--- src/rtl/uart_pkg.sv ---
package uart_pkg;

    // Hub sizing
    localparam int NUM_CH    = 4;           // Receive channels
    localparam int DATA_BITS = 8;           // Data bits per frame
    localparam int APB_AW    = 8;           // APB address width
    localparam int APB_DW    = 32;          // APB data width

    // Oversampling
    localparam int OVERSAMPLE = 16;         // Ticks per bit
    localparam int MID_START  = OVERSAMPLE / 2 - 1;  // Tick count at mid start bit
    localparam int TICK_W     = $clog2(OVERSAMPLE);
    localparam int BIT_W      = $clog2(DATA_BITS);

    // Baud divisor, tick period is divisor + 1 clocks
    localparam int              DIV_W     = 16;
    localparam logic [DIV_W-1:0] DIV_RESET = 16'd26;  // 115200 baud at 50 MHz

    typedef enum logic [1:0] {
        RX_IDLE,
        RX_START,
        RX_DATA,
        RX_STOP
    } rx_state_e;

    typedef enum logic [APB_AW-1:0] {
        REG_DIVISOR = 8'h00,
        REG_STATUS  = 8'h04,
        REG_CLEAR   = 8'h08,                // Write 1 to clear stickies
        REG_DATA0   = 8'h10,
        REG_DATA1   = 8'h14,
        REG_DATA2   = 8'h18,
        REG_DATA3   = 8'h1C
    } reg_addr_e;

    // Data register address per channel
    localparam reg_addr_e DATA_ADDR [NUM_CH] = '{
        REG_DATA0,
        REG_DATA1,
        REG_DATA2,
        REG_DATA3
    };

    // Status layout, one field of NUM_CH bits each
    localparam int ST_FULL_LSB = 0;
    localparam int ST_OVR_LSB  = NUM_CH;
    localparam int ST_FERR_LSB = 2 * NUM_CH;

endpackage

--- src/rtl/rx_byte_if.sv ---
`timescale 1ns/1ps

interface rx_byte_if;
    import uart_pkg::*;

    logic                 valid;        // Buffered byte waiting
    logic [DATA_BITS-1:0] data;
    logic                 frame_err;    // Stop bit was low
    logic                 overrun;      // One-cycle pulse, byte dropped
    logic                 ready;        // Data register empty

    modport src (
        output valid,
        output data,
        output frame_err,
        output overrun,
        input  ready
    );

    modport snk (
        input  valid,
        input  data,
        input  frame_err,
        input  overrun,
        output ready
    );

endinterface

--- src/rtl/baud_tick_gen.sv ---
`timescale 1ns/1ps

module baud_tick_gen (
    input  logic                       i_clk,
    input  logic                       i_reset,
    input  logic [uart_pkg::DIV_W-1:0] i_divisor,
    output logic                       o_tick
);
    import uart_pkg::*;

    logic [DIV_W-1:0] cnt;

    // Reload only at zero so a new divisor waits for the current period
    always_ff @(posedge i_clk) begin
        if (i_reset) begin
            cnt    <= DIV_RESET;
            o_tick <= 1'b0;
        end else begin
            if (cnt == '0) begin
                cnt    <= i_divisor;
                o_tick <= 1'b1;
            end else begin
                cnt    <= cnt - 1'b1;
                o_tick <= 1'b0;
            end
        end
    end

    // Back-to-back ticks need a zero divisor at the earlier reload
    a_tick_spacing: assert property (
        @(posedge i_clk) disable iff (i_reset)
        (o_tick && $past(o_tick)) |-> ($past(i_divisor, 2) == '0)
    );

endmodule

--- src/rtl/rx_apb_regs.sv ---
`timescale 1ns/1ps

module rx_apb_regs (
    input  logic                        i_clk,
    input  logic                        i_reset,
    input  logic                        i_psel,
    input  logic                        i_penable,
    input  logic                        i_pwrite,
    input  logic [uart_pkg::APB_AW-1:0] i_paddr,
    input  logic [uart_pkg::APB_DW-1:0] i_pwdata,
    output logic [uart_pkg::APB_DW-1:0] o_prdata,
    output logic [uart_pkg::DIV_W-1:0]  o_divisor,
    rx_byte_if.snk                      i_bytes [uart_pkg::NUM_CH]
);
    import uart_pkg::*;

    logic [DATA_BITS-1:0] data_q  [NUM_CH];
    logic [DATA_BITS-1:0] in_data [NUM_CH];
    logic [NUM_CH-1:0]    full_q;
    logic [NUM_CH-1:0]    ovr_q;
    logic [NUM_CH-1:0]    ferr_q;
    logic [NUM_CH-1:0]    in_valid;
    logic [NUM_CH-1:0]    in_ferr;
    logic [NUM_CH-1:0]    in_ovr;
    logic [NUM_CH-1:0]    load;
    logic [NUM_CH-1:0]    data_rd;
    logic [NUM_CH-1:0]    clr_ovr;
    logic [NUM_CH-1:0]    clr_ferr;
    logic                 wr_en;
    logic                 rd_en;
    logic                 clr_wr;
    logic [APB_DW-1:0]    status;

    assign wr_en  = i_psel && i_penable && i_pwrite;   // Access phase only
    assign rd_en  = i_psel && i_penable && !i_pwrite;
    assign clr_wr = wr_en && (i_paddr == REG_CLEAR);

    assign clr_ovr  = clr_wr ? i_pwdata[ST_OVR_LSB +: NUM_CH] : '0;
    assign clr_ferr = clr_wr ? i_pwdata[ST_FERR_LSB +: NUM_CH] : '0;

    for (genvar ch = 0; ch < NUM_CH; ch++) begin : g_ch
        assign in_valid[ch]      = i_bytes[ch].valid;
        assign in_data[ch]       = i_bytes[ch].data;
        assign in_ferr[ch]       = i_bytes[ch].frame_err;
        assign in_ovr[ch]        = i_bytes[ch].overrun;
        assign i_bytes[ch].ready = !full_q[ch];
        assign load[ch]          = in_valid[ch] && !full_q[ch];
        assign data_rd[ch]       = rd_en && (i_paddr == DATA_ADDR[ch]);
    end

    always_ff @(posedge i_clk) begin
        if (i_reset) begin
            o_divisor <= DIV_RESET;
        end else if (wr_en && (i_paddr == REG_DIVISOR)) begin
            o_divisor <= i_pwdata[DIV_W-1:0];
        end
    end

    // New events win over a clear in the same cycle
    always_ff @(posedge i_clk) begin
        if (i_reset) begin
            full_q <= '0;
            ovr_q  <= '0;
            ferr_q <= '0;
        end else begin
            full_q <= (full_q & ~data_rd) | load;
            ovr_q  <= (ovr_q & ~clr_ovr) | in_ovr;
            ferr_q <= (ferr_q & ~clr_ferr) | (load & in_ferr);
        end
    end

    always_ff @(posedge i_clk) begin
        for (int ch = 0; ch < NUM_CH; ch++) begin
            if (load[ch]) begin
                data_q[ch] <= in_data[ch];
            end
        end
    end

    assign status = APB_DW'({ferr_q, ovr_q, full_q});

    always_comb begin
        o_prdata = '0;
        if (i_psel) begin
            case (i_paddr)
                REG_DIVISOR: o_prdata = APB_DW'(o_divisor);
                REG_STATUS:  o_prdata = status;
                default: begin
                    for (int ch = 0; ch < NUM_CH; ch++) begin
                        if ((i_paddr == DATA_ADDR[ch]) && full_q[ch]) begin
                            o_prdata = APB_DW'(data_q[ch]);  // Empty register reads 0
                        end
                    end
                end
            endcase
        end
    end

    a_penable_psel: assert property (
        @(posedge i_clk) disable iff (i_reset)
        i_penable |-> i_psel
    );

endmodule

--- src/rtl/uart_rx_channel.sv ---
`timescale 1ns/1ps

module uart_rx_channel (
    input  logic   i_clk,
    input  logic   i_reset,
    input  logic   i_tick,
    input  logic   i_rx,
    rx_byte_if.src o_byte
);
    import uart_pkg::*;

    rx_state_e            state;
    logic [2:0]           rx_sync;      // Synchronizer plus edge history
    logic                 rx_s;
    logic                 start_edge;
    logic [TICK_W-1:0]    tick_cnt;
    logic [BIT_W-1:0]     bit_cnt;
    logic [DATA_BITS-1:0] shift_q;
    logic                 bit_end;
    logic                 frame_done;
    logic                 buf_load;

    always_ff @(posedge i_clk) begin
        if (i_reset) begin
            rx_sync <= 3'b111;          // Idle line is high
        end else begin
            rx_sync <= {rx_sync[1:0], i_rx};
        end
    end

    assign rx_s       = rx_sync[1];
    assign start_edge = rx_sync[2] && !rx_sync[1];
    assign bit_end    = i_tick && (tick_cnt == TICK_W'(OVERSAMPLE - 1));
    assign frame_done = (state == RX_STOP) && bit_end;  // Mid stop bit
    assign buf_load   = frame_done && (!o_byte.valid || o_byte.ready);

    always_ff @(posedge i_clk) begin
        if (i_reset) begin
            state    <= RX_IDLE;
            tick_cnt <= '0;
            bit_cnt  <= '0;
        end else begin
            case (state)
                RX_IDLE: begin
                    tick_cnt <= '0;
                    if (start_edge) begin
                        state <= RX_START;
                    end
                end
                RX_START: begin
                    if (i_tick) begin
                        if (tick_cnt == TICK_W'(MID_START)) begin
                            tick_cnt <= '0;
                            bit_cnt  <= '0;
                            state    <= rx_s ? RX_IDLE : RX_DATA;  // High again means glitch
                        end else begin
                            tick_cnt <= tick_cnt + 1'b1;
                        end
                    end
                end
                RX_DATA: begin
                    if (bit_end) begin
                        tick_cnt <= '0;
                        if (bit_cnt == BIT_W'(DATA_BITS - 1)) begin
                            state <= RX_STOP;
                        end else begin
                            bit_cnt <= bit_cnt + 1'b1;
                        end
                    end else if (i_tick) begin
                        tick_cnt <= tick_cnt + 1'b1;
                    end
                end
                RX_STOP: begin
                    if (bit_end) begin
                        state <= RX_IDLE;
                    end else if (i_tick) begin
                        tick_cnt <= tick_cnt + 1'b1;
                    end
                end
                default: state <= RX_IDLE;
            endcase
        end
    end

    // LSB first
    always_ff @(posedge i_clk) begin
        if ((state == RX_DATA) && bit_end) begin
            shift_q <= {rx_s, shift_q[DATA_BITS-1:1]};
        end
    end

    always_ff @(posedge i_clk) begin
        if (i_reset) begin
            o_byte.valid   <= 1'b0;
            o_byte.overrun <= 1'b0;
        end else begin
            o_byte.overrun <= frame_done && !buf_load;  // Buffer still full
            if (buf_load) begin
                o_byte.valid <= 1'b1;
            end else if (o_byte.ready) begin
                o_byte.valid <= 1'b0;
            end
        end
    end

    always_ff @(posedge i_clk) begin
        if (buf_load) begin
            o_byte.data      <= shift_q;
            o_byte.frame_err <= !rx_s;  // Low stop bit
        end
    end

    a_valid_hold: assert property (
        @(posedge i_clk) disable iff (i_reset)
        (o_byte.valid && !o_byte.ready) |=> o_byte.valid
    );

    a_data_hold: assert property (
        @(posedge i_clk) disable iff (i_reset)
        (o_byte.valid && !o_byte.ready) |=> ($stable(o_byte.data) && $stable(o_byte.frame_err))
    );

endmodule

--- src/rtl/uart_rx_hub.sv ---
`timescale 1ns/1ps

module uart_rx_hub (
    input  logic                        i_clk,
    input  logic                        i_reset,
    input  logic                        i_psel,
    input  logic                        i_penable,
    input  logic                        i_pwrite,
    input  logic [uart_pkg::APB_AW-1:0] i_paddr,
    input  logic [uart_pkg::APB_DW-1:0] i_pwdata,
    input  logic [uart_pkg::NUM_CH-1:0] i_rx,
    output logic [uart_pkg::APB_DW-1:0] o_prdata
);
    import uart_pkg::*;

    logic [DIV_W-1:0] divisor;
    logic             tick;         // Shared 16x tick

    rx_byte_if rx_bytes [NUM_CH] ();

    baud_tick_gen u_tick_gen (
        .i_clk     (i_clk),
        .i_reset   (i_reset),
        .i_divisor (divisor),
        .o_tick    (tick)
    );

    for (genvar ch = 0; ch < NUM_CH; ch++) begin : g_ch
        uart_rx_channel u_rx_channel (
            .i_clk   (i_clk),
            .i_reset (i_reset),
            .i_tick  (tick),
            .i_rx    (i_rx[ch]),
            .o_byte  (rx_bytes[ch])
        );
    end

    rx_apb_regs u_regs (
        .i_clk     (i_clk),
        .i_reset   (i_reset),
        .i_psel    (i_psel),
        .i_penable (i_penable),
        .i_pwrite  (i_pwrite),
        .i_paddr   (i_paddr),
        .i_pwdata  (i_pwdata),
        .o_prdata  (o_prdata),
        .o_divisor (divisor),
        .i_bytes   (rx_bytes)
    );

endmodule

--- config.mk ---
export PLATFORM = sky130hd
export DESIGN_NAME = uart_rx_hub
export DESIGN_NICKNAME = d
export VERILOG_FILES = /design/src/rtl/uart_pkg.sv /design/src/rtl/rx_byte_if.sv /design/src/rtl/baud_tick_gen.sv /design/src/rtl/rx_apb_regs.sv /design/src/rtl/uart_rx_channel.sv /design/src/rtl/uart_rx_hub.sv
export SDC_FILE = /design/constraint.sdc
export NUM_CORES = 1
export LEC_CHECK = 0
export ABC_AREA = 1
export BUFFER_PORTS_ARGS = -buffer_cell sky130_fd_sc_hd__buf_2
export CELL_PAD_IN_SITES_DETAIL_PLACEMENT = 0
export CELL_PAD_IN_SITES_GLOBAL_PLACEMENT = 1
export CORE_MARGIN = 1
export CORE_UTILIZATION = 49
export DETAILED_ROUTE_END_ITERATION = 8
export GPL_TIMING_DRIVEN = 0
export PLACE_DENSITY_LB_ADDON = 0.05
export SLEW_MARGIN = 40
export SYNTH_ARGS = -nofsm -noshare
export SYNTH_HDL_FRONTEND = slang
export SYNTH_SLANG_ARGS = --single-unit
--- constraint.sdc ---
create_clock -name i_clk -period 5.4 [get_ports i_clk]
set_clock_uncertainty 0.05 [all_clocks]
set_input_delay 0.81 -clock i_clk [delete_from_list [all_inputs] [get_ports i_clk]]
set_output_delay 0.81 -clock i_clk [all_outputs]
set_load 0.01 [all_outputs]
---- Word-level counts from Yosys, hierarchy flattened ----
Memories as Yosys holds them, arrays and structs flattened.
Cells that the tools add are included.
storage, ports and cells
  memories ................................ 1
  bits in writable memories ............... 32
  logic and storage cells ................. 314
  register bits ........................... 169
  output and inout bits ................... 32
cells by class
  add/subtract/negate cells ............... 9
  equality and inequality tests ........... 66
  reduce and logical (&&, ||, !) cells .... 84
  multiplexer cells ....................... 102
  bitwise gates (word level) .............. 10
memories
  memory         depth  bits a word  read ports  clocked after Yosys merged registers in  wr ports  line               text
  u_regs.data_q  4      8            4           0                                        4         rx_apb_regs.sv:17  logic [DATA_BITS-1:0] data_q [NUM_CH];
operators by type and width
  kind                 count
  $mux 4               22
  $pmux 32 s2          1
  $pmux 4 s4           4
  $mux 2               28
  $mux 3               16
  $logic_and 1x1->1    41
  $ne 2x1->1 const B   20
  $eq 8x5->1 const B   4
  $mux 32              1
  $mux 8               4
  $ne 2x2->1 const B   16
  $pmux 2 s4           4
  $pmux 3 s2           4
  $reduce_and 6->1     4
  $reduce_and 5->1     4
  $logic_not 1->1      17
  $mux 1               17
  $add 4x1->4 const B  4
  $and 4x4->4          4
  $eq 2x2->1 const B   8
  $eq 4x3->1 const B   4
  $eq 4x4->1 const B   4
  $logic_not 16->1     1
  $mux 16              1
  other kinds (13)     38

---- Longest topological paths before layout ----
  depth in word-level cells ............... 8
  gate-level depth with buffers ........... 11
  depth with buffers taken out ............ 11

---- By module ----
A second synthesis with hierarchy kept.
second synthesis, totals
  cell total of the unflattened synthesis .. 1111
  area, all modules ....................... 9303.9 um^2
by module, submodules not included
  module           cells an instance  instances  area each (um^2)
  uart_rx_channel  149                4          1328.8
  rx_apb_regs      339                1          2859.0
  baud_tick_gen    176                1          1129.8

---- Least setup slack after synthesis ----
Ideal clock, no wire load.
  path kind ............................... input -> output
  start point ............................. in i_paddr[7] (netlist bit)
  end point ............................... out o_prdata[1] (netlist bit)
  data required time ...................... 4.540 ns
  stages .................................. 10
  data arrival time ....................... 1.843 ns
  path slack .............................. 2.697 ns
  path through ............................ nor2_1 > nand3_1 > inv_2 > buf_2 > nand2_1 > nor2_2 > nand2_1 > nand3_1 > nor2_1 > nor2_1
between the ends
  longest elaborated chain between the ends .. 8
  elaborated cells on any way between the ends .. 16
  classes of those cells .................. eq/ne: 5; mux: 6; reduce/logical: 5
ends and longest elaborated chain
  element              line               text
  start, declared      uart_rx_hub.sv:9   input logic [uart_pkg::APB_AW-1:0] i_paddr,
  $eq 8x5->1           rx_apb_regs.sv:90  if ((i_paddr == DATA_ADDR[ch]) && full_q[ch]) begin
  $logic_and 1x1->1    rx_apb_regs.sv:90
  $mux 8 (4 in a row)  rx_apb_regs.sv:90
  $pmux 32 s2 (*)      rx_apb_regs.sv:85  case (i_paddr)
  $mux 32 (*)          rx_apb_regs.sv:84  if (i_psel) begin
  end, declared        uart_rx_hub.sv:12  output logic [uart_pkg::APB_DW-1:0] o_prdata
Every way passes the cells marked *; elsewhere a longest branch is shown, timed or not.

---- Final worst setup path ----
  start point ............................. in i_paddr[7] (netlist bit)
  end point ............................... out o_prdata[6] (netlist bit)
Same word-level chain as after synthesis.

==> key figures <==
Status
  • Outcome: complete, no violations

Logic synthesis
  • Yosys Warn Count: 0
  • Mapped cell area: roughly 8600 um2
  • Yosys reg bits: about 200
  • EDFF count, synth: 100
  • Register area share after synthesis: 58.3%
  • Cells after synthesis: roughly 950
  • Cell variety after synth: 41
  • Prevailing post-synth register cell: dfxtp_1
  • Mean area per synthesized cell: about 9 um2
  • Asr flop ratio synth: 0%

Global routing
  • First-pass GRT wire length: 31300 um
  • Vias in the first global route: approximately 6.0k
  • Initial antenna violation count: 0
  • Total Routing Usage GR: ~22%
  • GRT overflow: 0
  • Largest net degree at the start of global routing: 16

Route
  • Via count: about 6.6k
  • Drt total wl: 19800 um
  • Drt wl/cell: roughly 16 um
  • DR DRC count: 0
  • Initial DRT Pass Iterations: 7
  • Starting DRC count in detailed routing: between 300 and 400
  • Detail Route Antenna Nets: 0
  • Vias per cell: 5.15

Critical path
  • Worst R2R Path Depth: 5
  • FF-to-FF Start: g_ch[0].u_rx_channel.tick_cnt[0]$_SDFFE_PP0P_
  • Arr. time, crit path: between 2 and 2.5 ns
  • Worst Path Max Fanout: 10
  • Worst EP required: 4.54 ns
  • Max stage delay cell, worst path: buf_2
  • Worst setup SP type: primary input
  • R2r setup slk: 3.35 ns
  • Kind of critical path: primary input to output port
  • Worst-path cell chain: buf_2, nor2_1, nand3_1, inv_2, buf_2, nand3_2, o21ai_0, nor2_1, nor2_1, buf_2
  • CP Capture Type: output port
  • Crit. Startpoint: i_paddr[7]
  • CP max stage delay: around 0.24 ns
  • Reg2Reg Capture Point: g_ch[0].u_rx_channel.o_byte.frame_err$_DFFE_PP_

Timing
  • Slew HR: between 40 and 50%
  • Max Fclk: between 300 and 400 MHz
  • Setup violations, final: 0
  • Final period utilization: approximately 60%
  • RSZ-0062 raised after global routing: no
  • Slew Limit Fails: 0
  • Slew @ Worst Pin: roughly 0.81 ns
  • Hold Vio Cnt, Final: 0
  • Minimum clock period: 3.23 ns
  • Total negative slack: 0 ns
  • Min Hold Slack: between 0.3 and 0.4 ns

Die
  • CORE AREA: 17200 um2
  • DIE HEIGHT: approximately 130 um
  • Top-Level Pins: just over 80
  • Starting Density: around 50%
  • Die Footprint: 18100 um2
  • DIE WIDTH: between 100 and 150 um
  • Site Rows: between 40 and 50

Power
  • Sequential power share: roughly half
  • Internal Power: 2.58 mW
  • Net Sw Power: 769 uW
  • Leak pwr: roughly 4 nW
  • Sw Ratio: ~23%
  • Power per cell area: roughly 340 nW/um2
  • Combinational share of power: under 10%
  • Maximum vdd ir drop: 0.302 mV
  • Clock Power Share: between 40% and 50%

CTS
  • CTS sink cnt: between 200 and 250
  • Htree depth: 1
  • Clk slew on worst S/H paths: ~0.060 ns
  • Longest Clk Path Bufs: 3
  • CTS hold repair buffers: 0
  • Clock Latency Late Sink: between 0.5 and 0.6 ns
  • Setup bufs post-CTS: 0
  • Post-CTS resize count: 0
  • Clk root buf: clkbuf_16
  • CTS buffer count: 22
  • CTS tree: built

Final layout
  • Most frequent cells in the layout: nand2_1 (173), nor2_1 (118), dfxtp_1 (101)
  • Antenna diode count: 0
  • NumNets Final: ~1.1k
  • Share of layout cells above drive strength 1: 14.6%
  • Fill cells: between 1.5k and 2k
  • Area delta synth->final: 15.3%
  • Post-layout util: between 50% and 60%
  • Commonest non-fill, non-tap cell in the layout: nand2_1

Hold path
  • Hold path cells: 1
  • Worst hold endpoint: g_ch[0].u_rx_channel.rx_sync[1]$_SDFF_PP1_
  • Hold/Removal Path Class: register to register
  • Min-delay src: g_ch[0].u_rx_channel.rx_sync[0]$_SDFF_PP1_

Placed design
  • Placer Congestion: ~0.8
  • Post-DP HPWL: 14500 um
  • Port bufs: 46

Job
  • Max_cap viols: 0
power by group through the flow:
stage / Combinational, mW / Sequential (mW) / Clock [mW]
3_3_place_gp: 0.231 / 1.65 / 0
5_1_grt: 0.264 / 1.62 / 1.60
3_5_place_dp: 0.229 / 1.65 / 0
6_report: 0.230 / 1.62 / 1.50
2_1_floorplan: 0.167 / 1.65 / 0
4_1_cts: 0.230 / 1.62 / 1.53
cell type report:
| class | instances | area [um2] | area share [%] |
|---|---|---|---|
| multi-input combinational | 624 | 3050 | 30.7 |
| buffer | 41 | 236 | 2.38 |
| clock buffer | 27 | 569 | 5.73 |
| inverter | 102 | 385 | 3.88 |
| sequential | 201 | 5020 | 50.5 |
| tap | 225 | 282 | 2.83 |
| timing repair buffer | 46 | 230 | 2.32 |
| clock inverter | 13 | 159 | 1.60 |
metal layers:
| metal | wire [um] | track usage [%] |
|---|---|---|
| met1 | 9690 | 32.5 |
| met2 | 8850 | 35.7 |
| met3 | 914 | 3.38 |
| met4 | 372 | 4.99 |
| met5 | 0 | 0 |
critical path: cells and delay by family:
| family | cells | cell delay (ns) |
|---|---|---|
| and+or+nand+nor | 5 | 0.76 |
| AOI/OAI and AO/OA | 1 | 0.22 |
| buffers and inverters | 4 | 0.58 |
sequential cells by signal, indices dropped and copies added, names as in the netlist, 4 cells and up, named ones only:
register and cells:
g_ch.u_rx_channel.rx_sync 12, u_regs.ferr_q 4, g_ch.u_rx_channel.shift_q 32, g_ch.u_rx_channel.o_byte.overrun 4, g_ch.u_rx_channel.tick_cnt 16, u_regs.o_divisor 16
g_ch.u_rx_channel.o_byte.frame_err 4, u_regs.data_q 32, g_ch.u_rx_channel.o_byte.valid 4, u_regs.full_q 4, g_ch.u_rx_channel.o_byte.data 32, u_regs.ovr_q 4
g_ch.u_rx_channel.state 4, g_ch.u_rx_channel.bit_cnt 12, u_tick_gen.cnt 16
metrics by stage:
step	setup WS (ns)	cells	power, mW	area (um2)
6_report	2.17	1279	3.34	9940
3_5_place_dp	2.14	1239	1.88	9200
2_1_floorplan	2.70	968	1.81	8680
5_1_grt	1.95	1279	3.48	9940
4_1_cts	2.16	1279	3.38	9930
3_3_place_gp	2.16	1239	1.88	9190
cells by family (layout without fill, tap and decap cells):
kind of cell,count (synthesis),after routing,synth area share [%]
other cells,1,16,0.0435
fa+ha+maj,14,14,2.03
xor+xnor,5,5,0.508
simple gates,423,423,21.8
flops,201,201,58.3
buf+inv,143,229,7.21
compound gates,166,166,10.1
worst max path at each step:
stage                     slack, ns     endpoint  cells after the start
final                          2.17  o_prdata[6]                     10
after global routing           1.95  o_prdata[5]                      8
after CTS                      2.16  o_prdata[5]                      8
after detailed placement       2.14  o_prdata[5]                      8
after global placement         2.16  o_prdata[5]                      8
after floorplan                2.70  o_prdata[1]                     10
synthesized netlist by cell type (all sizes together) (3+ instances only):
cell type | n | area share (%)
dfxtp | 101 | 23
a31oi | 6 | 0.44
o211ai | 6 | 0.52
nand3 | 70 | 4.2
nand2 | 173 | 7.5
or2 | 9 | 0.65
inv | 102 | 4.5
edfxtp | 100 | 35
nand3b | 3 | 0.26
a21oi | 75 | 4.4
clkbuf | 13 | 0.57
nor4 | 3 | 0.22
nor3 | 8 | 0.84
o21ai | 74 | 4.3
nand4 | 20 | 1.5
ha | 14 | 2.0
xnor2 | 3 | 0.30
buf | 28 | 2.2
nor2 | 135 | 6.5
No activity file was read; power rests on OpenSTA's default activity.
